==> config.mk <==
export PLATFORM = sky130hd
export DESIGN_NAME = div_pipe
export DESIGN_NICKNAME = d
export VERILOG_FILES = /design/src/logic/tproc_div_pkg.sv /design/src/logic/div_pipe.sv
export SDC_FILE = /design/constraint.sdc
export NUM_CORES = 2
export LEC_CHECK = 0
export BUFFER_PORTS_ARGS = -buffer_cell sky130_fd_sc_hd__clkbuf_2
export CORE_MARGIN = 5
export CORE_UTILIZATION = 50
export DETAILED_ROUTE_END_ITERATION = 10
export PLACE_DENSITY = 0.65
export SLEW_MARGIN = 20
export SYNTH_ARGS = -nofsm -noshare
export SYNTH_HDL_FRONTEND = slang
export SYNTH_SLANG_ARGS = --single-unit
==> constraint.sdc <==
create_clock -name s_ps_dma_aclk -period 8.4 [get_ports s_ps_dma_aclk]
set_input_delay 0 -clock s_ps_dma_aclk [delete_from_list [all_inputs] [get_ports s_ps_dma_aclk]]
set_output_delay 0 -clock s_ps_dma_aclk [all_outputs]
set_load 0.02 [all_outputs]
==> src/logic/tproc_div_pkg.sv <==
/*
 * Divider control plane definitions
 * Widths, register map, CTRL bits, AXI4-Lite and divider structs
 */
`default_nettype none

package tproc_div_pkg;

   localparam int DATA_W     = 32;
   localparam int ADDR_W     = 6;
   localparam int DIV_STAGES = DATA_W;   // One quotient bit per stage
   localparam int CNT_W      = 16;

   typedef logic [DATA_W-1:0] data_t;
   typedef logic [ADDR_W-1:0] addr_t;
   typedef logic [CNT_W-1:0]  cnt_t;

   //////////////////////////////////////////////////
   // Register map
   localparam addr_t REG_CTRL   = 6'h00;
   localparam addr_t REG_EXT_I1 = 6'h1C;
   localparam addr_t REG_EXT_I2 = 6'h20;
   localparam addr_t REG_EXT_O1 = 6'h30;
   localparam addr_t REG_EXT_O2 = 6'h34;
   localparam addr_t REG_STATUS = 6'h38;

   localparam int CTRL_START_BIT = 0;
   localparam int CTRL_CLR_BIT   = 1;

   localparam logic [1:0] RESP_OKAY   = 2'b00;
   localparam logic [1:0] RESP_SLVERR = 2'b10;

   //////////////////////////////////////////////////
   // Bus and datapath bundles
   typedef struct packed {
      addr_t      awaddr;
      logic       awvalid;
      data_t      wdata;
      logic [3:0] wstrb;
      logic       wvalid;
      logic       bready;
      addr_t      araddr;
      logic       arvalid;
      logic       rready;
   } axil_req_t;

   typedef struct packed {
      logic       awready;
      logic       wready;
      logic [1:0] bresp;
      logic       bvalid;
      logic       arready;
      data_t      rdata;
      logic [1:0] rresp;
      logic       rvalid;
   } axil_rsp_t;

   typedef struct packed {
      logic  valid;
      data_t dividend;
      data_t divisor;
   } div_cmd_t;

   typedef struct packed {
      logic  valid;
      data_t quotient;
      data_t remainder;
   } div_res_t;

   typedef struct packed {
      logic  busy;
      cnt_t  done_cnt;
      data_t quotient;
      data_t remainder;
   } status_t;

   typedef enum logic {R_IDLE, R_DATA} rd_state_e;
   typedef enum logic {W_IDLE, W_RESP} wr_state_e;

endpackage

`default_nettype wire

==> src/logic/div_pipe.sv <==
/*
 * Pipelined restoring divider
 * One quotient bit per stage, a new command may enter every cycle
 */
`timescale 1ns/100ps
`default_nettype none

module div_pipe (
   input  logic                   s_ps_dma_aclk,
   input  logic                   arst_n_i,
   input  tproc_div_pkg::div_cmd_t cmd_i,
   output tproc_div_pkg::div_res_t res_o
);
   import tproc_div_pkg::*;

   // Payload of one stage
   typedef struct packed {
      data_t divisor;
      data_t rem;       // Partial remainder
      data_t quo;       // Dividend bits still to shift in, quotient bits below
   } stage_t;

   logic [DIV_STAGES-1:0] valid_q;
   stage_t                stage_in [DIV_STAGES];
   stage_t                stage_q  [DIV_STAGES];

   // One restoring step: shift in the next dividend bit, subtract if it fits
   function automatic stage_t div_step(stage_t s);
      logic [DATA_W:0] rem_sh;
      logic [DATA_W:0] diff;
      logic            fits;
      stage_t          n;
      rem_sh    = {s.rem, s.quo[DATA_W-1]};
      diff      = rem_sh - {1'b0, s.divisor};
      fits      = (rem_sh >= {1'b0, s.divisor});
      n.divisor = s.divisor;
      n.rem     = fits ? diff[DATA_W-1:0] : rem_sh[DATA_W-1:0];
      n.quo     = {s.quo[DATA_W-2:0], fits};
      return n;
   endfunction

   //////////////////////////////////////////////////
   // Stage inputs
   always_comb begin
      stage_in[0].divisor = cmd_i.divisor;
      stage_in[0].rem     = '0;
      stage_in[0].quo     = cmd_i.dividend;
      for (int i = 1; i < DIV_STAGES; i++) begin
         stage_in[i] = stage_q[i-1];
      end
   end

   // Valid chain
   always_ff @(posedge s_ps_dma_aclk or negedge arst_n_i) begin
      if (!arst_n_i) begin
         valid_q <= '0;
      end else begin
         valid_q <= {valid_q[DIV_STAGES-2:0], cmd_i.valid};
      end
   end

   // Datapath, a zero divisor falls out as all ones and the dividend
   always_ff @(posedge s_ps_dma_aclk) begin
      for (int i = 0; i < DIV_STAGES; i++) begin
         stage_q[i] <= div_step(stage_in[i]);
      end
   end

   assign res_o.valid     = valid_q[DIV_STAGES-1];
   assign res_o.quotient  = stage_q[DIV_STAGES-1].quo;
   assign res_o.remainder = stage_q[DIV_STAGES-1].rem;

   a_latency: assert property (@(posedge s_ps_dma_aclk) disable iff (!arst_n_i)
      res_o.valid == $past(cmd_i.valid, DIV_STAGES));

endmodule

`default_nettype wire

==> impl_results.md <==
* Worst VDD drop at 203 µV
* Distinct cells, synth at 95
* Met1 track demand over resource at 28.6%
* Power Dens Cells at ~250 mW/mm²
* Initial core utilization at 50.3%
* Relative slew slack at 28.1%
* Sink Count at between 3,000 and 4,000
* Placed Cells at approximately 16,000
* Slowest cell on crit path: a2111oi_4
* EDFF count, synth at 0
* Yosys warning total at 0
* Post-synth top area share at 48.0%
* Worst Hold Class: in -> async
* Fin nets at roughly 14,000
* Antenna violations before repair at 11
* Final Hold Viols at 0
* Yosys reg bits at between 3,000 and 4,000
* Wire per inst at between 15 and 20 µm
* Arr. time, crit path at between 5000 and 6000 ps
* Fmax at about 200 MHz
* CP Cell Sequence: inv_1 -> ha_1 -> nor2b_1 -> o31a_1 -> o311a_1 -> o31ai_1 -> a31oi_1 -> a221o_1 -> a221oi_2 -> a21oi_1 -> a2111oi_4 -> buf_4 -> mux2_2
* CP delay by family, top: compound AO/OA/AOI/OAI gates
* Area growth syn-to-layout at 13.1%
* Min Tclk post-route at approximately 4900 ps
* Finish-stage setup viols at 0
* Port Buf Inserts at 131
* Actual slew at the worst max-slew pin at around 1100 ps
* Filler cell count at around 22,000
* Vias per cell at 5.41
* Synth Flop Type: dfxtp_1
* Met3 usage at under 10%
* Final WL at 312 mm
* TritonCTS clock tree: yes
* Routability cong. at between 0.9 and 1
* CTS Buf Count at between 300 and 400
* Placed inst area at between 0.1 and 0.15 mm²
* Root Driver: clkbuf_16
* Worst-path clk slew at approximately 60 ps
* Fin Clk Skew at around 83 ps
* Pre-antenna DRT Iters at 6
* # DRC at 0
* GRT busiest layer: met2
* Setup crit start kind: flop
* Die height at 513 µm
* Post-DP HPWL at 242 mm
* CP max FO at 24
* Reg area at 0.0617 mm²
* Die ar. at 0.264 mm²
* Rows at between 150 and 200
* Total grt overflow at 0
* First-pass GRT wire length at 489 mm
* Slew Limit Fails at 0
* Via count at slightly above 90,000
* MaxCap Viol Count at 0
* Total track usage at a little under a quarter
* Cell area after synthesis at roughly 0.13 mm²
* Unrepaired setup endpoints after global routing: no
* Number of buffers inserted by post-CTS setup repair at 0
* Buf/Inv on CP at 2
* Crit-path max cell delay at 850 ps
* Initial DRC Count at ~6,400
* Status: finished clean
* Asr flop ratio synth at ~1.0%
* Largest area contributor in the netlist: dfxtp_1
* Number of H-tree levels at 5
* Syn_nets at 13,995
* Io pins at between 100 and 150
* Vias in the first global route at about 90,000
* Synthesized instance count at ~13,000
* Top cells by area, synth: dfxtp_1, ha_1, inv_1
* Final Instance Area at around 0.14 mm²
* DIE WIDTH at ~500 µm
* Total power at 0.0365 W
* Clk buf depth at 4
* Core area at approximately 0.25 mm²
* Required time worst endpoint at 9180 ps
* # resized after CTS at 0
* Place WS at about 3500 ps
* Final period utilization at roughly 58%
* Clk Latency, worst-skew pair at approximately 940 ps
* Critical path capture point type: flop
* Crit path kind: reg -> reg
* Static leakage at approximately 68 nW
* Largest net degree at the start of global routing at 64
* Sequential share of the synthesized area at between 40% and 50%
* Met2 Use GR at roughly two fifths
* Worst setup margin at between 3000 and 4000 ps
* Share of layout cells above drive strength 1 at ~9%
* Fin Setup TNS at 0 ps
* Antenna Nets Post-Route at 0
* Fin cells at roughly 17,000
* Multi-input gate area at slightly below 0.06 mm²
* Syn_area_per_cell at 9.82 µm²
## synthesized netlist by cell type (all sizes together) (22+ instances only)
| cell type | instances |
|---|---|
| a2111oi | 33 |
| a211o | 24 |
| a211oi | 85 |
| a21boi | 44 |
| a21o | 527 |
| a21oi | 901 |
| a311oi | 22 |
| a31o | 25 |
| a31oi | 119 |
| and2 | 54 |
| and3 | 110 |
| and4 | 27 |
| clkbuf | 278 |
| dfrtp | 32 |
| dfxtp | 3040 |
| fa | 31 |
| ha | 994 |
| inv | 1257 |
| mux2 | 452 |
| mux2i | 40 |
| nand2 | 924 |
| nand2b | 129 |
| nand3 | 214 |
| nand4 | 157 |
| nor2 | 597 |
| nor2b | 160 |
| nor3 | 140 |
| nor4 | 54 |
| o211ai | 56 |
| o21a | 129 |
| o21ai | 827 |
| o21bai | 117 |
| o31a | 35 |
| o31ai | 73 |
| or2 | 30 |
| or3 | 40 |
| xnor2 | 477 |
| xor2 | 345 |
## cell families (layout without fill, tap and decap cells)
family	count (synthesis)	count (layout)	share of synthesized area [%]
DFF	3072	3072	48.7
muxes	492	492	4.41
AOI/OAI and AO/OA	3245	3245	16.2
xor gates and xnor gates	822	822	5.68
adders and majority gates	1025	1025	10.3
and+or+nand+nor	2693	2693	10.1
other	0	8	0
buffers and inverters	1554	2132	4.67
## report_power, final
part,internal (W),switching [W]
Clock,0.00888,0.00573
Sequential,0.0155,0.000583
Combinational,0.00250,0.00334
## worst min-delay path: stages
cell and delay [ps]:
dlygate4sd3_1 510, dlygate4sd3_1 540, clkbuf_2 130, buf_12 200
## final timing paths
| check | endpoint | depth (start not counted) | slack [ps] | startpoint |
|---|---|---|---|---|
| min | valid_q[5] | 4 | 90 | arst_n_i |
| min in group s_ps_dma_aclk | stage_q[0][65] | 2 | 120 | cmd_i[1] |
| max reg2reg | stage_q[0][155] | 13 | 3510 | stage_q[0][65] |
| max | stage_q[0][155] | 13 | 3510 | stage_q[0][65] |
| min reg2reg | stage_q[0][393] | 0 | 270 | stage_q[0][296] |
| max in group asynchronous | valid_q[28] | 4 | 8060 | arst_n_i |
## stage by stage
step	hold WS (ps)	util, %
2_1_floorplan	-296	-
3_3_place_gp	82.9	51.9
3_5_place_dp	104	52.0
4_1_cts	7.42	56.9
5_1_grt	66.0	56.9
6_report	94.3	56.9
## cell usage in the layout, fill, tap and decap left out, types with 138 or more instances in the layout
master,count
nor3_1,138
inv_1,1256
xnor2_1,477
dfxtp_1,3040
nand3_1,214
nand2_1,924
clkbuf_16,331
o21ai_0,817
a21oi_1,899
a21o_1,526
nor2_1,597
mux2_2,404
nand4_1,157
ha_1,994
nor2b_1,159
xor2_1,345
## state kept, by name, summed over array words and instances, names as in the netlist
name     count
stage_q   3040
valid_q     32
## routing by layer
metal	vias to the layer above	share of wire [%]
li1	45289	-
met1	42937	43
met2	2155	49
met3	627	4.3
met4	0	3.6
met5	-	0
## area by class of cell
cell class              instances  share of cell area (%)
inverters                    1257                    3.29
multi-input cells            8277                    41.4
repair buffers                299                    1.59
clock buffers                 436                    6.41
diodes                          8                  0.0140
clock inverters               140                    1.34
flip-flops and latches       3072                    43.0
well taps                    3348                    2.92
## timing repair
item | in CTS | in global routing
endpoints found under the hold margin | 129 | 0
hold buffers | 133 | 0
endpoints found under the setup margin | 0 | 0
Power figures use the tool's default switching activity.
