`src/logic/tproc_div_pkg.sv`:
```
/*
 * Divider control plane definitions
 * Widths, register map, CTRL bits, AXI4-Lite and divider structs
 */
`default_nettype none

package tproc_div_pkg;

   localparam int DATA_W     = 32;
   localparam int ADDR_W     = 6;
   localparam int DIV_STAGES = DATA_W;   // One quotient bit per stage
   localparam int CNT_W      = 16;

   typedef logic [DATA_W-1:0] data_t;
   typedef logic [ADDR_W-1:0] addr_t;
   typedef logic [CNT_W-1:0]  cnt_t;

   //////////////////////////////////////////////////
   // Register map
   localparam addr_t REG_CTRL   = 6'h00;
   localparam addr_t REG_EXT_I1 = 6'h1C;
   localparam addr_t REG_EXT_I2 = 6'h20;
   localparam addr_t REG_EXT_O1 = 6'h30;
   localparam addr_t REG_EXT_O2 = 6'h34;
   localparam addr_t REG_STATUS = 6'h38;

   localparam int CTRL_START_BIT = 0;
   localparam int CTRL_CLR_BIT   = 1;

   localparam logic [1:0] RESP_OKAY   = 2'b00;
   localparam logic [1:0] RESP_SLVERR = 2'b10;

   //////////////////////////////////////////////////
   // Bus and datapath bundles
   typedef struct packed {
      addr_t      awaddr;
      logic       awvalid;
      data_t      wdata;
      logic [3:0] wstrb;
      logic       wvalid;
      logic       bready;
      addr_t      araddr;
      logic       arvalid;
      logic       rready;
   } axil_req_t;

   typedef struct packed {
      logic       awready;
      logic       wready;
      logic [1:0] bresp;
      logic       bvalid;
      logic       arready;
      data_t      rdata;
      logic [1:0] rresp;
      logic       rvalid;
   } axil_rsp_t;

   typedef struct packed {
      logic  valid;
      data_t dividend;
      data_t divisor;
   } div_cmd_t;

   typedef struct packed {
      logic  valid;
      data_t quotient;
      data_t remainder;
   } div_res_t;

   typedef struct packed {
      logic  busy;
      cnt_t  done_cnt;
      data_t quotient;
      data_t remainder;
   } status_t;

   typedef enum logic {R_IDLE, R_DATA} rd_state_e;
   typedef enum logic {W_IDLE, W_RESP} wr_state_e;

endpackage

`default_nettype wire

```
`src/logic/axil_reg_decode.sv`:
```
/*
 * AXI4-Lite slave for the divider register map
 * Holds EXT_I1/EXT_I2, turns CTRL writes into start and clear pulses
 * and returns read data from its own registers and the result block
 */
`timescale 1ns/100ps
`default_nettype none

module axil_reg_decode (
   input  logic                    s_ps_dma_aclk,
   input  logic                    arst_n_i,
   input  tproc_div_pkg::axil_req_t axil_req_i,
   output tproc_div_pkg::axil_rsp_t axil_rsp_o,
   input  tproc_div_pkg::status_t   status_i,
   output tproc_div_pkg::div_cmd_t  cmd_o,
   output logic                    clr_o
);
   import tproc_div_pkg::*;

   wr_state_e  wr_state_q;
   rd_state_e  rd_state_q;
   logic [1:0] bresp_q;
   logic [1:0] rresp_q;
   data_t      rdata_q;
   data_t      ext_i1_q;
   data_t      ext_i2_q;
   logic       start_q;
   logic       clr_q;
   logic       wr_hs;
   logic       rd_hs;
   data_t      rd_data;
   logic       rd_ok;

   function automatic logic is_mapped(addr_t addr);
      case (addr)
         REG_CTRL, REG_EXT_I1, REG_EXT_I2,
         REG_EXT_O1, REG_EXT_O2, REG_STATUS: is_mapped = 1'b1;
         default:                            is_mapped = 1'b0;
      endcase
   endfunction

   // Address and data are taken together only
   assign wr_hs = (wr_state_q == W_IDLE) && axil_req_i.awvalid && axil_req_i.wvalid;
   assign rd_hs = (rd_state_q == R_IDLE) && axil_req_i.arvalid;

   //////////////////////////////////////////////////
   // Write channel
   always_ff @(posedge s_ps_dma_aclk or negedge arst_n_i) begin
      if (!arst_n_i) begin
         wr_state_q <= W_IDLE;
         bresp_q    <= RESP_OKAY;
      end else begin
         case (wr_state_q)
            W_IDLE: if (wr_hs) begin
               wr_state_q <= W_RESP;
               bresp_q    <= is_mapped(axil_req_i.awaddr) ? RESP_OKAY : RESP_SLVERR;
            end
            W_RESP: if (axil_req_i.bready) wr_state_q <= W_IDLE;
            default: wr_state_q <= W_IDLE;
         endcase
      end
   end

   // Writable registers; wstrb is ignored, every write is a full word
   always_ff @(posedge s_ps_dma_aclk or negedge arst_n_i) begin
      if (!arst_n_i) begin
         ext_i1_q <= '0;
         ext_i2_q <= '0;
         start_q  <= 1'b0;
         clr_q    <= 1'b0;
      end else begin
         start_q <= 1'b0;                 // Pulses last one cycle
         clr_q   <= 1'b0;
         if (wr_hs) begin
            case (axil_req_i.awaddr)
               REG_CTRL: begin
                  start_q <= axil_req_i.wdata[CTRL_START_BIT];
                  clr_q   <= axil_req_i.wdata[CTRL_CLR_BIT];
               end
               REG_EXT_I1: ext_i1_q <= axil_req_i.wdata;
               REG_EXT_I2: ext_i2_q <= axil_req_i.wdata;
               default: ;                 // Read-only or unmapped
            endcase
         end
      end
   end

   //////////////////////////////////////////////////
   // Read channel
   always_comb begin
      rd_data = '0;
      rd_ok   = 1'b1;
      case (axil_req_i.araddr)
         REG_CTRL:   rd_data = '0;        // Pulses only, nothing to read back
         REG_EXT_I1: rd_data = ext_i1_q;
         REG_EXT_I2: rd_data = ext_i2_q;
         REG_EXT_O1: rd_data = status_i.quotient;
         REG_EXT_O2: rd_data = status_i.remainder;
         REG_STATUS: rd_data = {status_i.busy, {(DATA_W-1-CNT_W){1'b0}}, status_i.done_cnt};
         default:    rd_ok   = 1'b0;
      endcase
   end

   always_ff @(posedge s_ps_dma_aclk or negedge arst_n_i) begin
      if (!arst_n_i) begin
         rd_state_q <= R_IDLE;
         rdata_q    <= '0;
         rresp_q    <= RESP_OKAY;
      end else begin
         case (rd_state_q)
            R_IDLE: if (rd_hs) begin
               rd_state_q <= R_DATA;
               rdata_q    <= rd_data;
               rresp_q    <= rd_ok ? RESP_OKAY : RESP_SLVERR;
            end
            R_DATA: if (axil_req_i.rready) rd_state_q <= R_IDLE;
            default: rd_state_q <= R_IDLE;
         endcase
      end
   end

   //////////////////////////////////////////////////
   // Outputs
   always_comb begin
      axil_rsp_o.awready = (wr_state_q == W_IDLE);
      axil_rsp_o.wready  = (wr_state_q == W_IDLE);
      axil_rsp_o.bresp   = bresp_q;
      axil_rsp_o.bvalid  = (wr_state_q == W_RESP);
      axil_rsp_o.arready = (rd_state_q == R_IDLE);
      axil_rsp_o.rdata   = rdata_q;
      axil_rsp_o.rresp   = rresp_q;
      axil_rsp_o.rvalid  = (rd_state_q == R_DATA);
   end

   // Operands as they stand when the start pulse leaves
   assign cmd_o = '{valid: start_q, dividend: ext_i1_q, divisor: ext_i2_q};
   assign clr_o = clr_q;

   a_bvalid_hold: assert property (@(posedge s_ps_dma_aclk) disable iff (!arst_n_i)
      axil_rsp_o.bvalid && !axil_req_i.bready |=> axil_rsp_o.bvalid && $stable(axil_rsp_o.bresp));
   a_rvalid_hold: assert property (@(posedge s_ps_dma_aclk) disable iff (!arst_n_i)
      axil_rsp_o.rvalid && !axil_req_i.rready |=> axil_rsp_o.rvalid && $stable(axil_rsp_o.rdata));
   a_cmd_single: assert property (@(posedge s_ps_dma_aclk) disable iff (!arst_n_i)
      cmd_o.valid |=> !cmd_o.valid);

endmodule

`default_nettype wire

```
`config.mk`:
```
export PLATFORM = sky130hd
export DESIGN_NAME = axil_reg_decode
export DESIGN_NICKNAME = d
export VERILOG_FILES = /design/src/logic/tproc_div_pkg.sv /design/src/logic/axil_reg_decode.sv
export SDC_FILE = /design/constraint.sdc
export NUM_CORES = 1
export LEC_CHECK = 0
export BUFFER_PORTS_ARGS = -buffer_cell sky130_fd_sc_hd__clkbuf_2
export CORE_ASPECT_RATIO = 0.5
export CORE_MARGIN = 2
export CORE_UTILIZATION = 45
export CTS_CLUSTER_DIAMETER = 50
export DETAILED_ROUTE_END_ITERATION = 6
export PLACE_DENSITY = 0.81
export SLEW_MARGIN = 10
export SYNTH_ARGS = -nofsm -noshare
export SYNTH_HDL_FRONTEND = slang
export SYNTH_SLANG_ARGS = --single-unit
```
`constraint.sdc`:
```
create_clock -name s_ps_dma_aclk -period 2.2 [get_ports s_ps_dma_aclk]
set_input_delay 0.44 -clock s_ps_dma_aclk [delete_from_list [all_inputs] [get_ports s_ps_dma_aclk]]
set_output_delay 0.44 -clock s_ps_dma_aclk [all_outputs]
set_load 0.005 [all_outputs]
```
==> results.yml, run 1 <==
synth:
  synth.largest_area_cell: "dfrtp_1"
  synth_area_um2: 5070
  synthCells: 423
  synthArstFlopShare: 1.00
  synth_top_cell_area_share: 0.503
  synth_edf_count: 0
  yosysMostFrequentCell: "dfrtp_1"
  yosys_warnings: 0
  yosysUniqueCellTypes: 37
  postSynthAreaPerCell_um2: 12.0
  ys_seq_area_frac: 0.503
  synth.area.top_cells: "dfrtp_1 (50%), mux2_4 (8.9%), mux2_2 (7.3%)"
  ys_ff_latch: 102
  synthFlopType: "dfrtp_1"
  netlist_top_cells_count: "dfrtp_1 (102), nor2_1 (39), mux2_2 (33)"
cells_and_area:
  layout.nets: 790
  regArea_um2: 2550
  area_growth_pct: 34.0
  diodes: 0
  final_area_um2: 6800
  fillers: 934
  multi_input_area_um2: 2320
  drive_above_1_share: 0.518
worst_setup_path:
  slowest_delay_ns: 0.49
  path_delay_family: "simple AND/OR/NAND/NOR gates"
  critPathLaunchType: "flip-flop"
  crit_path_max_fanout: 16
  critPathArrivalTime_ns: 2.23
  worstPathRequired_ns: 2.42
  slowest_stage: "or3_2"
  crit_type: "reg2reg"
  critPathBufInv: 1
  endpoint_kind: "flip-flop"
  worstPathCellList: "nand3b_4, or3_4, or3_2, buf_12, mux2_4"
clock_tree:
  cts_tree: "built"
  ctsResizeCount: 0
  ctsHoldBuffers: 0
  cts.sinks: 102
  cts-root-buf: "clkbuf_16"
  insertion_delay_ns: 0.34
  cts_buffer_depth: 2
  cts_htree_levels: 3
  post_cts_buffers: 0
  cts_inserted_buffers: 9
  clk_pin_slew_ns: 0.07
floorplanning:
  io_pins: 243
  die_w_um: 154
  die-area_um2: 12200
  fp.dieH_um: 79.1
  num_rows: 27
  start_util: 0.462
  core_um2: 11000
hold_path:
  hp-class: "in2async"
status:
  status: "finished clean"
global_routing:
  gr-total-overflow: 0
  grtUsageTotal: 0.238
  grt_max_degree: 103
  grt_pass1_vias: 4243
  antenna_found_initial: 0
  grt_pass1_wl_mm: 22.3
sta:
  tightest_slew_ns: 1.13
  fin_crit_ns: 2.01
  finClkSkew_ns: 0.00728
  finalHoldViolCount: 0
  hold_ws_ns: 0.154
  finalCritPeriodShare: 0.914
  drv_slew: 0
  tns_ns: 0
  rsz0062_at_grt: "false"
  fmax_mhz: 498
  setup_violations: 0
  slew_headroom: 0.244
routing:
  drc: 0
  vias: 4352
  wl_per_cell_um: 18.1
  ant_nets: 0
  viasPerCell: 5.42
  routed_wl_mm: 14.5
  drt_iter0_drc: 266
  route.met2.wl_mm: 7.50
  drt-met1-wl_mm: 6.04
  met3_length_um: 796
  drtPass1Iterations: 4
  top_layer_used: "met4"
pwr:
  leakagePower_nw: 3.71
  powerDensity_nw_per_um2: 672
  irDropWorstVdd_uv: 467
flow_run:
  cap_violations: 0
placement:
  dp.final_hpwl_mm: 10.7
  placed_cell_area_um2: 6490
  port_buffers: 236
  gp_congestion: 0.873
[worst register-to-register path: stages (launching register included)]
cell and delay [ns]:
dfrtp_1 0.39, nand3b_4 0.17, or3_4 0.33, or3_2 0.49, buf_12 0.20, mux2_4 0.33
[metrics by stage]
step / setup WS [ns] / total power, mW / util / instances
2_1_floorplan: 0.320 / 2.50 / - / 424
3_3_place_gp: 0.111 / 2.90 / 0.591 / 788
3_5_place_dp: 0.0745 / 2.93 / 0.591 / 788
4_1_cts: 0.176 / 4.61 / 0.619 / 803
5_1_grt: 0.124 / 4.79 / 0.619 / 803
6_report: 0.190 / 4.56 / 0.619 / 803
[flip-flops by register name (all words and copies together), names as in the netlist]
signal and count:
ext_i2_q 32, ext_i1_q 32, clr_o 1, rdata_q 32
bresp_q 1, start_q 1, rresp_q 1, rd_state_q 1
wr_state_q 1
[path summary, 6_finish.rpt]
kind                        slack, ns  depth (start not counted)               startpoint                        to
min in group s_ps_dma_aclk       0.29                          2            axil_req_i[8]      wr_state_q$_DFF_PN0_
max reg2reg                      0.19                          5     wr_state_q$_DFF_PN0_   ext_i2_q[9]$_DFFE_PN0P_
min                              0.15                          2                 arst_n_i  ext_i1_q[13]$_DFFE_PN0P_
max in group asynchronous        1.61                          2                 arst_n_i  ext_i1_q[29]$_DFFE_PN0P_
min reg2reg                      0.51                          1  rdata_q[21]$_DFFE_PN0P_   rdata_q[21]$_DFFE_PN0P_
max                              0.19                          5     wr_state_q$_DFF_PN0_   ext_i2_q[9]$_DFFE_PN0P_
[cell usage in the layout (no fill, tap or decap), drive strengths merged, types with 18 or more instances in the layout]
| cell type | instances |
|---|---|
| o21ai | 20 |
| nor2 | 39 |
| and2 | 19 |
| mux2i | 32 |
| clkbuf | 246 |
| buf | 22 |
| dfrtp | 102 |
| mux2 | 64 |
| a21oi | 18 |
[per-layer routing]
| layer | up-vias | GRT usage |
|---|---|---|
| met3 | 18 | 0.0524 |
| li1 | 2011 | - |
| met5 | - | 0 |
| met4 | 0 | 0.0673 |
| met1 | 2174 | 0.298 |
| met2 | 149 | 0.421 |
[cell families (layout without fill, tap and decap cells)]
logic type      after synthesis  count (layout)  share of synthesized area
flops                       102             102                      0.503
mux                          96              96                      0.228
simple gates                 92              92                     0.0953
compound gates               90              90                      0.131
buf+inv                      42             276                     0.0424
other cells                   1               2                   0.000740
[where the power goes]
group          leakage, nW  internal [mW]  switching (mW)
registers             1.36           2.03           0.110
clock network        0.146          0.991           0.681
logic                 2.20          0.393           0.358
[final cells by class]
cell class / count / share of cell area
multi-input cells: 280 / 0.342
well taps: 145 / 0.0267
inverters: 4 / 0.00221
clock buffers: 11 / 0.0342
flip-flops and latches: 102 / 0.376
repair buffers: 257 / 0.208
clock inverters: 4 / 0.0107
(Power assumes the default switching activity.)
==> inputs of run 2 (changes only) <==
--- a/config.mk
+++ b/config.mk
@@ -6,7 +6,7 @@
 export NUM_CORES = 1
 export LEC_CHECK = 0
 export BUFFER_PORTS_ARGS = -buffer_cell sky130_fd_sc_hd__clkbuf_2
-export CORE_ASPECT_RATIO = 0.5
+export CORE_ASPECT_RATIO = 0.7
 export CORE_MARGIN = 2
 export CORE_UTILIZATION = 45
 export CTS_CLUSTER_DIAMETER = 50
==> run 2 against run 1 <==
Flip-flop and latch count stayed put; worst setup slack worse by 0.059 ns; global-route usage is 0.21 points higher; clock power is 10% higher; core utilization is 0.31 points higher; sequential share of layout area is 0.30 points lower; critical path type unchanged; critical endpoint is now ext_i2_q[19]$_DFFE_PN0P_; largest power group unchanged.
==> results.yml, run 2 (synthesis results as in run 1) <==
cells_and_area:
  drive_above_1_share: 0.519
  area_growth_pct: 35.1
  fillers: 896
  fin_cells: 814
  final_common_cell: "clkbuf_2"
  largest_registers: "ext_i1_q x32, ext_i2_q x32, rdata_q x32"
  diodes: 0
  layout.nets: 792
  mostFrequentLayoutCells: "clkbuf_2 (235), dfrtp_1 (102), nor2_1 (38), mux2_2 (33), mux2i_1 (32)"
  final_area_um2: 6850
worst_setup_path:
  critPathLaunchType: "flip-flop"
  critPathArrivalTime_ns: 2.29
  endpoint_kind: "flip-flop"
  critPathLaunch: "wr_state_q$_DFF_PN0_"
  worstPathRequired_ns: 2.42
  crit_path_max_fanout: 15
  reg2reg_from: "wr_state_q$_DFF_PN0_"
  crit_type: "reg2reg"
  rrSetupSlack_ns: 0.13
floorplanning:
  die_w_um: 131
  start_util: 0.460
  io_pins: 243
  fp.dieH_um: 92.8
  die-area_um2: 12100
  core_um2: 11000
  num_rows: 32
routing:
  drc: 0
  ant_nets: 0
  drt_iter0_drc: 191
  drt-met1-wl_mm: 6.02
  viasPerCell: 5.38
  top_layer_used: "met4"
  route.met2.wl_mm: 7.51
  routed_wl_mm: 14.7
  vias: 4380
  wl_per_cell_um: 18.0
  met3_length_um: 931
  drtPass1Iterations: 4
pwr:
  p_seq_frac: 0.452
  intPower_mw: 3.57
  combPwrFrac: 0.160
  pwr-share-clk: 0.388
  powerDensity_nw_per_um2: 693
  irDropWorstVdd_uv: 483
  power.switching_mw: 1.17
  leakagePower_nw: 3.74
  sw_frac_of_total: 0.247
sta:
  rsz0062_at_grt: "false"
  finalCritPeriodShare: 0.940
  fmax_mhz: 483
  slew_headroom: 0.353
  tns_ns: 0
  setup_violations: 0
  finClkSkew_ns: 0.00712
  drv_slew: 0
  fin_crit_ns: 2.07
  finalHoldViolCount: 0
  tightest_slew_ns: 0.968
global_routing:
  antenna_found_initial: 0
  gr-total-overflow: 0
  grt_pass1_wl_mm: 22.7
  grtUsageTotal: 0.240
  grt_pass1_vias: 4467
  grt_max_degree: 59
placement:
  dp_cells: 797
  port_buffers: 236
  placed_cell_area_um2: 6490
  dp.final_hpwl_mm: 11.2
  gp_congestion: 0.829
clock_tree:
  post_cts_buffers: 0
  cts_tree: "built"
  cts_buffer_depth: 2
  cts_htree_levels: 3
  insertion_delay_ns: 0.34
  cts-root-buf: "clkbuf_16"
  cts.sinks: 102
  cts_inserted_buffers: 9
  clk_pin_slew_ns: 0.07
status:
  status: "finished clean"
hold_path:
  hp-class: "in2reg"
  min_from: "axil_req_i[8]"
flow_run:
  cap_violations: 0
## run 2: critical path: stages, from the launching register on
cell and delay, ns:
dfrtp_1 0.39, nand3b_4 0.17, or3_4 0.33, or3_2 0.47, buf_4 0.25, mux2_4 0.33
## run 2: stage by stage
stage	worst slack, ns	power, mW	utilization	hold slack (ns)
floorplan	0.320	2.50	-	0.144
global placement	0.0684	2.90	0.590	0.323
detailed placement	0.0221	2.94	0.590	0.322
CTS	0.130	4.79	0.622	0.268
global route	0.0802	4.94	0.622	0.273
finish	0.132	4.74	0.622	0.281
## run 2: area by class of cell
type,count,area [µm²],share of cell area
multi-input cells,280,2320,0.339
flip-flops and latches,102,2550,0.373
repair buffers,259,1420,0.208
clock buffers,11,243,0.0354
inverters,4,15.0,0.00219
clock inverters,5,104,0.0152
well taps,153,191,0.0280
## run 2: power groups by stage
| stage | clock network, mW | registers (mW) | logic [mW] |
|---|---|---|---|
| 2_1_floorplan | 0 | 2.17 | 0.329 |
| 3_3_place_gp | 0 | 2.17 | 0.735 |
| 3_5_place_dp | 0 | 2.18 | 0.763 |
| 4_1_cts | 1.88 | 2.14 | 0.767 |
| 5_1_grt | 1.94 | 2.16 | 0.837 |
| 6_report | 1.84 | 2.15 | 0.758 |
## run 2: path summary, 6_finish.rpt
path	cells after the start	to
worst max register to register	5	ext_i2_q[19]$_DFFE_PN0P_
worst max-delay path	5	ext_i2_q[19]$_DFFE_PN0P_
max in group asynchronous	3	ext_i1_q[30]$_DFFE_PN0P_
min in group asynchronous	2	ext_i2_q[7]$_DFFE_PN0P_
worst min register to register	1	rdata_q[17]$_DFFE_PN0P_
worst min-delay path	2	wr_state_q$_DFF_PN0_
## run 2: routing by layer
layer	vias up	GRT usage
met5	-	0
met4	0	0.0612
met3	14	0.0543
met2	181	0.422
met1	2169	0.299
li1	2016	-
## run 2: timing repair
action                                 CTS  global route
setup endpoints to repair                0             0
resized for setup                        0             0
endpoints found under the hold margin   16             0
hold buffers                             1             0
