[src/logic/tproc_div_pkg.sv]
/*
 * Divider control plane definitions
 * Widths, register map, CTRL bits, AXI4-Lite and divider structs
 */
`default_nettype none

package tproc_div_pkg;

   localparam int DATA_W     = 32;
   localparam int ADDR_W     = 6;
   localparam int DIV_STAGES = DATA_W;   // One quotient bit per stage
   localparam int CNT_W      = 16;

   typedef logic [DATA_W-1:0] data_t;
   typedef logic [ADDR_W-1:0] addr_t;
   typedef logic [CNT_W-1:0]  cnt_t;

   //////////////////////////////////////////////////
   // Register map
   localparam addr_t REG_CTRL   = 6'h00;
   localparam addr_t REG_EXT_I1 = 6'h1C;
   localparam addr_t REG_EXT_I2 = 6'h20;
   localparam addr_t REG_EXT_O1 = 6'h30;
   localparam addr_t REG_EXT_O2 = 6'h34;
   localparam addr_t REG_STATUS = 6'h38;

   localparam int CTRL_START_BIT = 0;
   localparam int CTRL_CLR_BIT   = 1;

   localparam logic [1:0] RESP_OKAY   = 2'b00;
   localparam logic [1:0] RESP_SLVERR = 2'b10;

   //////////////////////////////////////////////////
   // Bus and datapath bundles
   typedef struct packed {
      addr_t      awaddr;
      logic       awvalid;
      data_t      wdata;
      logic [3:0] wstrb;
      logic       wvalid;
      logic       bready;
      addr_t      araddr;
      logic       arvalid;
      logic       rready;
   } axil_req_t;

   typedef struct packed {
      logic       awready;
      logic       wready;
      logic [1:0] bresp;
      logic       bvalid;
      logic       arready;
      data_t      rdata;
      logic [1:0] rresp;
      logic       rvalid;
   } axil_rsp_t;

   typedef struct packed {
      logic  valid;
      data_t dividend;
      data_t divisor;
   } div_cmd_t;

   typedef struct packed {
      logic  valid;
      data_t quotient;
      data_t remainder;
   } div_res_t;

   typedef struct packed {
      logic  busy;
      cnt_t  done_cnt;
      data_t quotient;
      data_t remainder;
   } status_t;

   typedef enum logic {R_IDLE, R_DATA} rd_state_e;
   typedef enum logic {W_IDLE, W_RESP} wr_state_e;

endpackage

`default_nettype wire

[src/logic/result_regs.sv]
/*
 * Divider result block
 * Keeps the last quotient and remainder, counts completions
 * and flags divisions still in the pipeline
 */
`timescale 1ns/100ps
`default_nettype none

module result_regs (
   input  logic                   s_ps_dma_aclk,
   input  logic                   arst_n_i,
   input  tproc_div_pkg::div_res_t res_i,
   input  logic                   cmd_valid_i,
   input  logic                   clr_i,
   output tproc_div_pkg::status_t  status_o
);
   import tproc_div_pkg::*;

   // Up to DIV_STAGES divisions can be in the pipe at once
   logic [$clog2(DIV_STAGES+1)-1:0] infl_q;
   cnt_t                            done_cnt_q;
   data_t                           quo_q;
   data_t                           rem_q;

   //////////////////////////////////////////////////
   // In-flight tracking
   always_ff @(posedge s_ps_dma_aclk or negedge arst_n_i) begin
      if (!arst_n_i) begin
         infl_q <= '0;
      end else begin
         case ({cmd_valid_i, res_i.valid})
            2'b10:   infl_q <= infl_q + 1'b1;
            2'b01:   infl_q <= infl_q - 1'b1;
            default: infl_q <= infl_q;     // None, or one in and one out
         endcase
      end
   end

   //////////////////////////////////////////////////
   // Completion counter, wraps
   always_ff @(posedge s_ps_dma_aclk or negedge arst_n_i) begin
      if (!arst_n_i) begin
         done_cnt_q <= '0;
      end else if (clr_i) begin
         // Clear wins, a completion in the same cycle still counts
         done_cnt_q <= res_i.valid ? cnt_t'(1) : '0;
      end else if (res_i.valid) begin
         done_cnt_q <= done_cnt_q + 1'b1;
      end
   end

   // Last result, host visible
   always_ff @(posedge s_ps_dma_aclk or negedge arst_n_i) begin
      if (!arst_n_i) begin
         quo_q <= '0;
         rem_q <= '0;
      end else if (res_i.valid) begin
         quo_q <= res_i.quotient;
         rem_q <= res_i.remainder;
      end
   end

   always_comb begin
      status_o.busy      = (infl_q != '0);
      status_o.done_cnt  = done_cnt_q;
      status_o.quotient  = quo_q;
      status_o.remainder = rem_q;
   end

   // A result with nothing in flight means the pipe and the counter disagree
   a_no_underflow: assert property (@(posedge s_ps_dma_aclk) disable iff (!arst_n_i)
      res_i.valid && !cmd_valid_i |-> infl_q != '0);

endmodule

`default_nettype wire

[config.mk]
export PLATFORM = sky130hd
export DESIGN_NAME = result_regs
export DESIGN_NICKNAME = d
export VERILOG_FILES = /design/src/logic/tproc_div_pkg.sv /design/src/logic/result_regs.sv
export SDC_FILE = /design/constraint.sdc
export NUM_CORES = 1
export LEC_CHECK = 0
export BUFFER_PORTS_ARGS = -buffer_cell sky130_fd_sc_hd__buf_4
export CAP_MARGIN = 30
export CORE_ASPECT_RATIO = 1.75
export CORE_UTILIZATION = 32
export CTS_CLUSTER_DIAMETER = 200
export DETAILED_ROUTE_END_ITERATION = 10
export SLEW_MARGIN = 25
export SYNTH_ARGS = -nofsm -noshare
export SYNTH_HDL_FRONTEND = slang
export SYNTH_SLANG_ARGS = --single-unit
[constraint.sdc]
create_clock -name s_ps_dma_aclk -period 1.9 [get_ports s_ps_dma_aclk]
set_clock_uncertainty 0.2 [all_clocks]
set_input_delay 0.285 -clock s_ps_dma_aclk [delete_from_list [all_inputs] [get_ports s_ps_dma_aclk]]
set_output_delay 0.285 -clock s_ps_dma_aclk [all_outputs]
set_load 0.01 [all_outputs]
==> flow_metrics.tcl, run 1 <==
set metrics [dict create \
    fmax_mhz 544 \
    synth-main-ff-cell "dfrtp_1" \
    drv_slew 0 \
    final_area_sq_um 5990 \
    min_from "clr_i" \
    critPathLaunchType "register" \
    die_x_microns 82.1 \
    leakage_nw 2.74 \
    syn-num-nets 332 \
    min_path_cells 2 \
    grt_pass1_vias 3215 \
    rsz0062_at_grt "true" \
    critPathMaxFanout 5 \
    path_clk_slew_ns 0.06 \
    yosysWarnings 0 \
    clk_latency_ns 0.34 \
    ys_ff_latch 86 \
    timing.rr.start "infl_q[1]" \
    synthArstFlopShare_pct 100 \
    synth_area_leader_cell "dfrtp_1" \
    final_hold_viol_count 0 \
    critical_path_class "reg2out" \
    postRouteAntennaNets 0 \
    via_per_inst 4.73 \
    drt_first_pass_iters 4 \
    fin_nets 561 \
    drive_gt1_share_pct 53.5 \
    reg2reg_to "infl_q[4]" \
    grt_pass1_wl_mm 15.1 \
    swShare_pct 27.0 \
    die-area_sq_um 11700 \
    synth_edf_count 0 \
    grt_max_degree 87 \
    synth_cell_types 42 \
    pwr-share-comb_pct 22.8 \
    dp_cells 541 \
    overflow 0 \
    worst_pin_slew_ns 0.470 \
    antenna_found_initial 0 \
    place.gp.congestion 0.799 \
    synth_compound_area_share_pct 4.32 \
    rows 50 \
    cts.sinks 86 \
    root_buffer "clkbuf_16" \
    cts_inserted_buffers 9 \
    cts_buffer_depth 2 \
    seq_area_frac_synth_pct 59.9 \
    hp-class "in2reg" \
    h-tree-depth 3 \
    synth-simple-area-share_pct 7.56 \
    cts_tree "done" \
    port_buffers 149 \
    status "completed" \
    drt-initial-drc-count 83 \
    vias 2953 \
    arrival_ns 1.35 \
    seq_power_share_pct 42.8 \
    routedWlPerCell_microns 15.5 \
    stdcell_count 624 \
    worst_hold_slack_ns 0.0534 \
    end_kind "output port" \
    drc 0 \
    maxCapViolations 0 \
    hpwlAfterDp_mm 6.62 \
    slew_headroom_pct 68.6 \
    switchingPower_mw 1.42 \
    whs_endpoint "done_cnt_q[6]" \
    n_fill_cell 914 \
    grt_usage_pct 17.3 \
    fin_crit_sh_pct 96.7 \
    p_int_mw 3.83 \
    synthAdderAreaFrac_pct 1.39 \
    synthMuxAreaShare_pct 21.3 \
    synth_xor_area_share_pct 3.41 \
    fp.coreArea_sq_um 10800 \
    r2r.worst_path.cells 6 \
    area_growth_pct 66.6 \
    place_area_sq_um 4990 \
    utilization_pct 55.3 \
    syn_inst 259 \
    synth_area_leaders "dfrtp_1 (60%), mux2_2 (21%), xor2_1 (1.9%)" \
    synth_top_area_share_pct 59.9 \
    syn_avg_cell_area_sq_um 13.9 \
    die_y_microns 142 \
    ff2ff_setup_slack_ns 0.11 \
    post-route-min-period_ns 1.84 \
    power_density_nw_per_um2 876 \
    synth_top_family_by_area "multiplexers" \
    power_mw 5.24 \
    required_ns 1.41 \
    start_util_pct 33.2 \
    setup_violations 0 \
    syn_area_sq_um 3590 \
    drt_wl_total_mm 9.64 \
    power.share.clock_pct 34.5 \
    ioPinCount 150 \
    peakVddDrop_v 0.000632 \
]
flip-flops by register name, summed over array words and instances, names as in the netlist:
| name | count |
|---|---|
| done_cnt_q | 16 |
| infl_q | 6 |
| quo_q | 32 |
| rem_q | 32 |
cells in the final DEF, fill, tap and decap left out, drive strengths merged, types with 2 or more instances in the layout:
| cell type | Yosys | layout |
|---|---|---|
| nor3 | 3 | 3 |
| nand3b | 2 | 2 |
| a21oi | 7 | 7 |
| o21ai | 4 | 4 |
| nor4bb | 2 | 2 |
| a31o | 2 | 2 |
| nand4 | 5 | 5 |
| nand2 | 7 | 7 |
| buf | 6 | 166 |
| dlygate4sd3 | 0 | 65 |
| a211oi | 2 | 2 |
| a21o | 2 | 2 |
| nor2b | 2 | 2 |
| mux2 | 67 | 67 |
| xnor2 | 6 | 6 |
| or3 | 3 | 3 |
| xor2 | 8 | 8 |
| dfrtp | 86 | 86 |
| clkinv | 0 | 2 |
| nand3 | 3 | 3 |
| inv | 4 | 6 |
| nand2b | 2 | 2 |
| ha | 4 | 4 |
| nor2 | 13 | 13 |
| nor4 | 2 | 2 |
| clkbuf | 7 | 10 |
cells in the mapped netlist (all sizes together), types with 2 or more instances:
cell / instances
dfrtp: 86
mux2: 67
nor2: 13
xor2: 8
a21oi: 7
clkbuf: 7
nand2: 7
buf: 6
xnor2: 6
nand4: 5
ha: 4
inv: 4
o21ai: 4
nand3: 3
nor3: 3
or3: 3
a211oi: 2
a21o: 2
a31o: 2
nand2b: 2
nand3b: 2
nor2b: 2
nor4: 2
nor4bb: 2
cells by family (layout without fill, tap and decap cells):
family / count (synthesis) / count (layout)
adders and majority gates: 4 / 4
AOI/OAI and AO/OA: 22 / 22
other: 0 / 1
xor gates and xnor gates: 14 / 14
buffers and inverters: 17 / 251
and+or+nand+nor: 48 / 48
muxes: 68 / 68
DFF: 86 / 86
worst max-delay path, stage by stage (launching register included):
cell and delay (ns):
dfrtp_1 0.43, buf_6 0.16, nor2_4 0.12, buf_4 0.13, nand2_1 0.05, buf_4 0.15
per-stage QoR:
| stage | setup WS [ns] | TNS (ns) |
|---|---|---|
| CTS | 0.0282 | 0 |
| finish | 0.0620 | 0 |
| detailed placement | -0.185 | -0.216 |
| floorplan | -0.0167 | -0.0167 |
| global route | -0.00891 | -0.0124 |
| global placement | -0.138 | -0.146 |
timing repair:
item / 4_1_cts / 5_1_grt
endpoints found under the setup margin: 2 / 3
pin swaps: 0 / 0
gates resized for setup: 3 / 5
hold buffers: 65 / 0
endpoints found under the hold margin: 150 / 0
buffers inserted: 0 / 1
final cells by class:
type                    instances  area [sq um]  area share [%]
clock buffers                  10           239            3.99
flip-flops and latches         86          2150            36.0
multi-input cells             156          1410            23.5
repair buffers                231          1930            32.2
well taps                     130           163            2.72
clock inverters                 6          68.8            1.15
inverters                       4          27.5           0.460
diodes                          1          2.50          0.0418
power by group through the flow:
stage	Sequential [mW]	Clock [mW]	Combinational, mW
floorplan	2.28	0	0.490
global placement	2.25	0	1.01
detailed placement	2.27	0	1.03
CTS	2.23	1.87	1.16
global route	2.28	1.95	1.29
finish	2.24	1.81	1.19
worst max-delay path by stage:
stage / depth (start not counted) / start / to / slack, ns
floorplan: 9 / cmd_valid_i / infl_q[4] / -0.02
global placement: 9 / cmd_valid_i / infl_q[4] / -0.14
detailed placement: 9 / cmd_valid_i / infl_q[4] / -0.19
CTS: 5 / infl_q[2] / status_o[80] / 0.03
global route: 6 / infl_q[1] / infl_q[4] / -0.009
finish: 5 / infl_q[2] / status_o[80] / 0.06
metal layers:
layer	track usage, %	routed length [microns]	vias up
li1	-	-	1369
met1	17.6	3400	1495
met2	32.8	5740	76
met3	3.21	326	13
met4	7.66	174	0
met5	0	0	-
Note: power is estimated with default switching activity, not from simulation.
==> run 2, diff against run 1 <==
- CTS_BUF_LIST: unset -> sky130_fd_sc_hd__clkbuf_16
- PLACE_DENSITY_LB_ADDON: unset -> 0.05
==> flow_metrics.tcl, run 2 (synthesis results as in run 1) <==
set metrics [dict create \
    status "completed" \
    cts_buffer_depth 2 \
    antenna_found_initial 0 \
    post-route-min-period_ns 1.83 \
    grt.met3_usage_pct 4.68 \
    dp_cells 544 \
    met1_usage_pct 18.3 \
    port_buffers 149 \
    critPathLaunchType "register" \
    place_area_sq_um 5000 \
    clk_latency_ns 0.33 \
    reg2reg_to "infl_q[5]" \
    hpwlAfterDp_mm 6.20 \
    fmax_mhz 547 \
    area_growth_pct 66.2 \
    die_y_microns 142 \
    drc 0 \
    grt_usage_pct 17.1 \
    vias 2938 \
    cts_inserted_buffers 9 \
    grt-busiest-layer "met2" \
    diodes 0 \
    die_x_microns 82.1 \
    rows 50 \
    fin_nets 565 \
    worst_pin_slew_ns 0.507 \
    final_hold_viol_count 0 \
    reg_top3 "quo_q (32), rem_q (32), done_cnt_q (16)" \
    grt_pass1_vias 3181 \
    grt_pass1_wl_mm 15.0 \
    end_kind "register" \
    whs_endpoint "done_cnt_q[6]" \
    utilization_pct 55.2 \
    min_path_cells 2 \
    final_area_sq_um 5970 \
    fin_crit_sh_pct 96.2 \
    critical_path_class "reg2reg" \
    cts_tree "done" \
    drt_wl_total_mm 9.35 \
    critPathMaxFanout 4 \
    die-area_sq_um 11700 \
    via_per_inst 4.69 \
    cts.sinks 86 \
    arrival_ns 1.89 \
    post-place-ws_ns -0.0846 \
    stdcell_count 626 \
    peakVddDrop_v 0.000468 \
    maxCapViolations 0 \
    setup-tns-final_ns 0 \
    drv_slew 0 \
    met2_usage_pct 30.4 \
    ioPinCount 150 \
    postRouteAntennaNets 0 \
    min_from "clr_i" \
    drt_first_pass_iters 4 \
    setup_violations 0 \
    path_clk_slew_ns 0.06 \
    power_density_nw_per_um2 872 \
    ff2ff_setup_slack_ns 0.07 \
    hp-class "in2reg" \
    place.gp.congestion 0.774 \
    required_ns 1.96 \
    worst_hold_slack_ns 0.0746 \
    drt-initial-drc-count 55 \
    r2r.worst_path.cells 5 \
    final_common_cell "buf_4" \
    power_mw 5.21 \
    timing.rr.start "infl_q[1]" \
    drive_gt1_share_pct 53.4 \
    fp.coreArea_sq_um 10800 \
    crit_start "infl_q[1]" \
    finalWorstSetupSlack_ns 0.0730 \
    routedWlPerCell_microns 14.9 \
    grt_max_degree 87 \
    start_util_pct 33.2 \
    leakage_nw 2.74 \
    h-tree-depth 3 \
    mostFrequentLayoutCells "buf_4 (169), dfrtp_1 (85), mux2_2 (66), dlygate4sd3_1 (65), nor2_1 (12)" \
    slew_headroom_pct 66.2 \
    root_buffer "clkbuf_16" \
    overflow 0 \
]
==> run 2: where the power goes <==
group	internal [mW]	leakage (nW)	switching [mW]
Sequential	2.05	1.04	0.186
Combinational	0.731	1.57	0.481
Clock	1.02	0.135	0.741
==> run 2: how the worst max path moves through the flow <==
stage	endpoint	slack, ns	cells past startpoint
floorplan	infl_q[4]	-0.02	9
global placement	infl_q[4]	-0.11	9
detailed placement	infl_q[4]	-0.08	9
CTS	infl_q[5]	0.006	4
global route	infl_q[5]	-0.001	5
finish	infl_q[5]	0.07	5
==> run 2: worst max-delay path, cell delays in order, from the launching register on <==
cell	delay, ns
dfrtp_1	0.42
buf_4	0.17
o41ai_1	0.43
a221oi_2	0.14
a211oi_2	0.24
xor2_1	0.16
==> run 2: area by class of cell <==
type	count	area [sq um]
Clock buffer	9	225
Sequential cell	86	2150
Tap cell	130	163
Timing Repair Buffer	235	1940
Clock inverter	6	70.1
Fill cell	919	4850
Inverter	4	27.5
Multi-Input combinational cell	156	1390
==> run 2: what timing repair did <==
action,4_1_cts,5_1_grt
hold buffers,65,0
hold endpoints to repair,150,0
setup endpoints to repair,1,2
setup buffers,0,2
gates resized for setup,1,2
==> run 2: routing by layer <==
metal	part of all wire, %	routed length [microns]	vias up
met3	5.5	517	15
met1	37	3480	1438
met5	0	0	-
met2	55	5150	104
li1	-	-	1381
met4	2.2	206	0
==> run 3, diff against run 2 <==
- CORE_UTILIZATION: 32 -> 43
- CTS_CLUSTER_DIAMETER: 200 -> 120
==> flow_metrics.tcl, run 3 (synthesis results as in run 1) <==
set metrics [dict create \
    fin_crit_sh_pct 95.9 \
    cts_buffer_depth 2 \
    fmax_mhz 549 \
    cts.sinks 86 \
    power.share.clock_pct 34.6 \
    critPathMaxFanout 7 \
    required_ns 1.92 \
    path_clk_slew_ns 0.06 \
    drt_first_pass_iters 9 \
    diodes 0 \
    clk_latency_ns 0.33 \
    n_fill_cell 564 \
    grt_usage_pct 21.4 \
    rows 43 \
    mostFrequentLayoutCells "buf_4 (163), dfrtp_1 (83), mux2_2 (66), dlygate4sd3_1 (65), nor2_1 (12)" \
    die_y_microns 123 \
    routedWlPerCell_microns 15.2 \
    area_growth_pct 64.2 \
    setup-tns-final_ns 0 \
    via_per_inst 4.98 \
    hp-class "in2reg" \
    swShare_pct 25.6 \
    multi_input_area_sq_um 1410 \
    crit_slowest_cell "dfrtp_2" \
    switchingPower_mw 1.33 \
    cts_setup_buffers 0 \
    drive_gt1_share_pct 52.7 \
    hpwlAfterDp_mm 6.00 \
    postRouteAntennaNets 0 \
    drv_slew 0 \
    overflow 0 \
    finalWorstSetupSlack_ns 0.0771 \
    cts_tree "done" \
    start_util_pct 44.8 \
    die_x_microns 71.1 \
    place_area_sq_um 4920 \
    fin_nets 559 \
    final_common_cell "buf_4" \
    status "finished with violations" \
    grt_pass1_wl_mm 14.1 \
    ioPinCount 150 \
    power_density_nw_per_um2 880 \
    root_buffer "clkbuf_16" \
    h-tree-depth 3 \
    worst_pin_slew_ns 0.509 \
    regArea_sq_um 2160 \
    slowest_delay_ns 0.46 \
    post-route-min-period_ns 1.82 \
    reg_top3 "quo_q (32), rem_q (32), done_cnt_q (16)" \
    cp_cell_sequence "xor2_1 > ha_2 > a211oi_2 > a2111oi_2 > o21bai_1 > xnor2_1" \
    grt_max_degree 44 \
    leakage_nw 2.73 \
    place.gp.congestion 0.849 \
    setup_violations 0 \
    pwr-share-comb_pct 21.8 \
    grt_pass1_vias 2990 \
    critical_path_class "reg2reg" \
    final_area_sq_um 5900 \
    critPathLaunchType "register" \
    cts_inserted_buffers 9 \
    arrival_ns 1.84 \
    fp.coreArea_sq_um 8020 \
    worst_hold_slack_ns 0.0564 \
    drt_wl_total_mm 8.85 \
    slew_headroom_pct 66.1 \
    vias 2891 \
    violations "design-rule violations" \
    maxCapViolations 0 \
    drt-initial-drc-count 136 \
    final_hold_viol_count 0 \
    antenna_found_initial 0 \
    post-place-ws_ns -0.138 \
    die-area_sq_um 8740 \
    port_buffers 149 \
    end_kind "register" \
    p_int_mw 3.87 \
    peakVddDrop_v 0.000761 \
    drc 5 \
    seq_power_share_pct 43.5 \
]
run 3: cell types whose count changed in the layout (fill, tap and decap cells not counted), sizes merged:
| cell | previous run | this run |
|---|---|---|
| buf | 170 | 164 |
| clkinvlp | 3 | 0 |
| bufinv | 1 | 2 |
| clkinv | 0 | 4 |
| inv | 6 | 5 |
run 3: worst paths after layout:
kind | start | to | slack [ns] | cells past startpoint
worst max-delay path | infl_q[1] | infl_q[4] | 0.08 | 6
worst min-delay path | clr_i | done_cnt_q[14] | 0.06 | 2
worst max register to register | infl_q[1] | infl_q[4] | 0.08 | 6
worst min register to register | infl_q[5] | infl_q[5] | 0.28 | 1
max in group asynchronous | arst_n_i | rem_q[1] | 0.73 | 3
min in group asynchronous | arst_n_i | infl_q[5] | 0.18 | 2
run 3: area by class of cell:
cell class	count	share of cell area, %
repair buffers	229	32.1
multi-input cells	156	23.8
clock buffers	9	3.82
well taps	90	1.91
flip-flops and latches	86	36.5
clock inverters	7	1.36
inverters	4	0.466
run 3: per-layer routing:
metal,GRT usage (%),wire (microns)
met5,0,0
met4,11.3,242
met3,6.52,508
met2,37.7,4860
met1,22.7,3230
run 3: through the flow:
step           power (mW)  cells  utilization [%]
2_1_floorplan        2.77    259                -
6_report             5.19    581             73.6
3_3_place_gp         3.24    500             61.4
5_1_grt              5.42    581             73.6
4_1_cts              5.21    581             73.4
3_5_place_dp         3.27    500             61.4
run 3: what timing repair did:
item                                    4_1_cts  5_1_grt
endpoints found under the hold margin        86        0
endpoints found under the setup margin        2        3
gates resized for setup                       3        5
hold buffers                                 65        0
run 3: worst max-delay path, delay by kind of cell (launching register included):
kind,cells,cell delay [ns]
adder cells (fa/ha/maj),1,0.23
AO/OA/AOI/OAI,3,0.50
XOR/XNOR,2,0.31
flip-flops,1,0.46
run 3: power groups by stage:
| stage | clock, mW | combinational [mW] | sequential [mW] |
|---|---|---|---|
| global route | 1.90 | 1.23 | 2.29 |
| CTS | 1.85 | 1.12 | 2.24 |
| global placement | 0 | 0.984 | 2.26 |
| detailed placement | 0 | 1.00 | 2.27 |
| finish | 1.80 | 1.13 | 2.26 |
| floorplan | 0 | 0.490 | 2.28 |
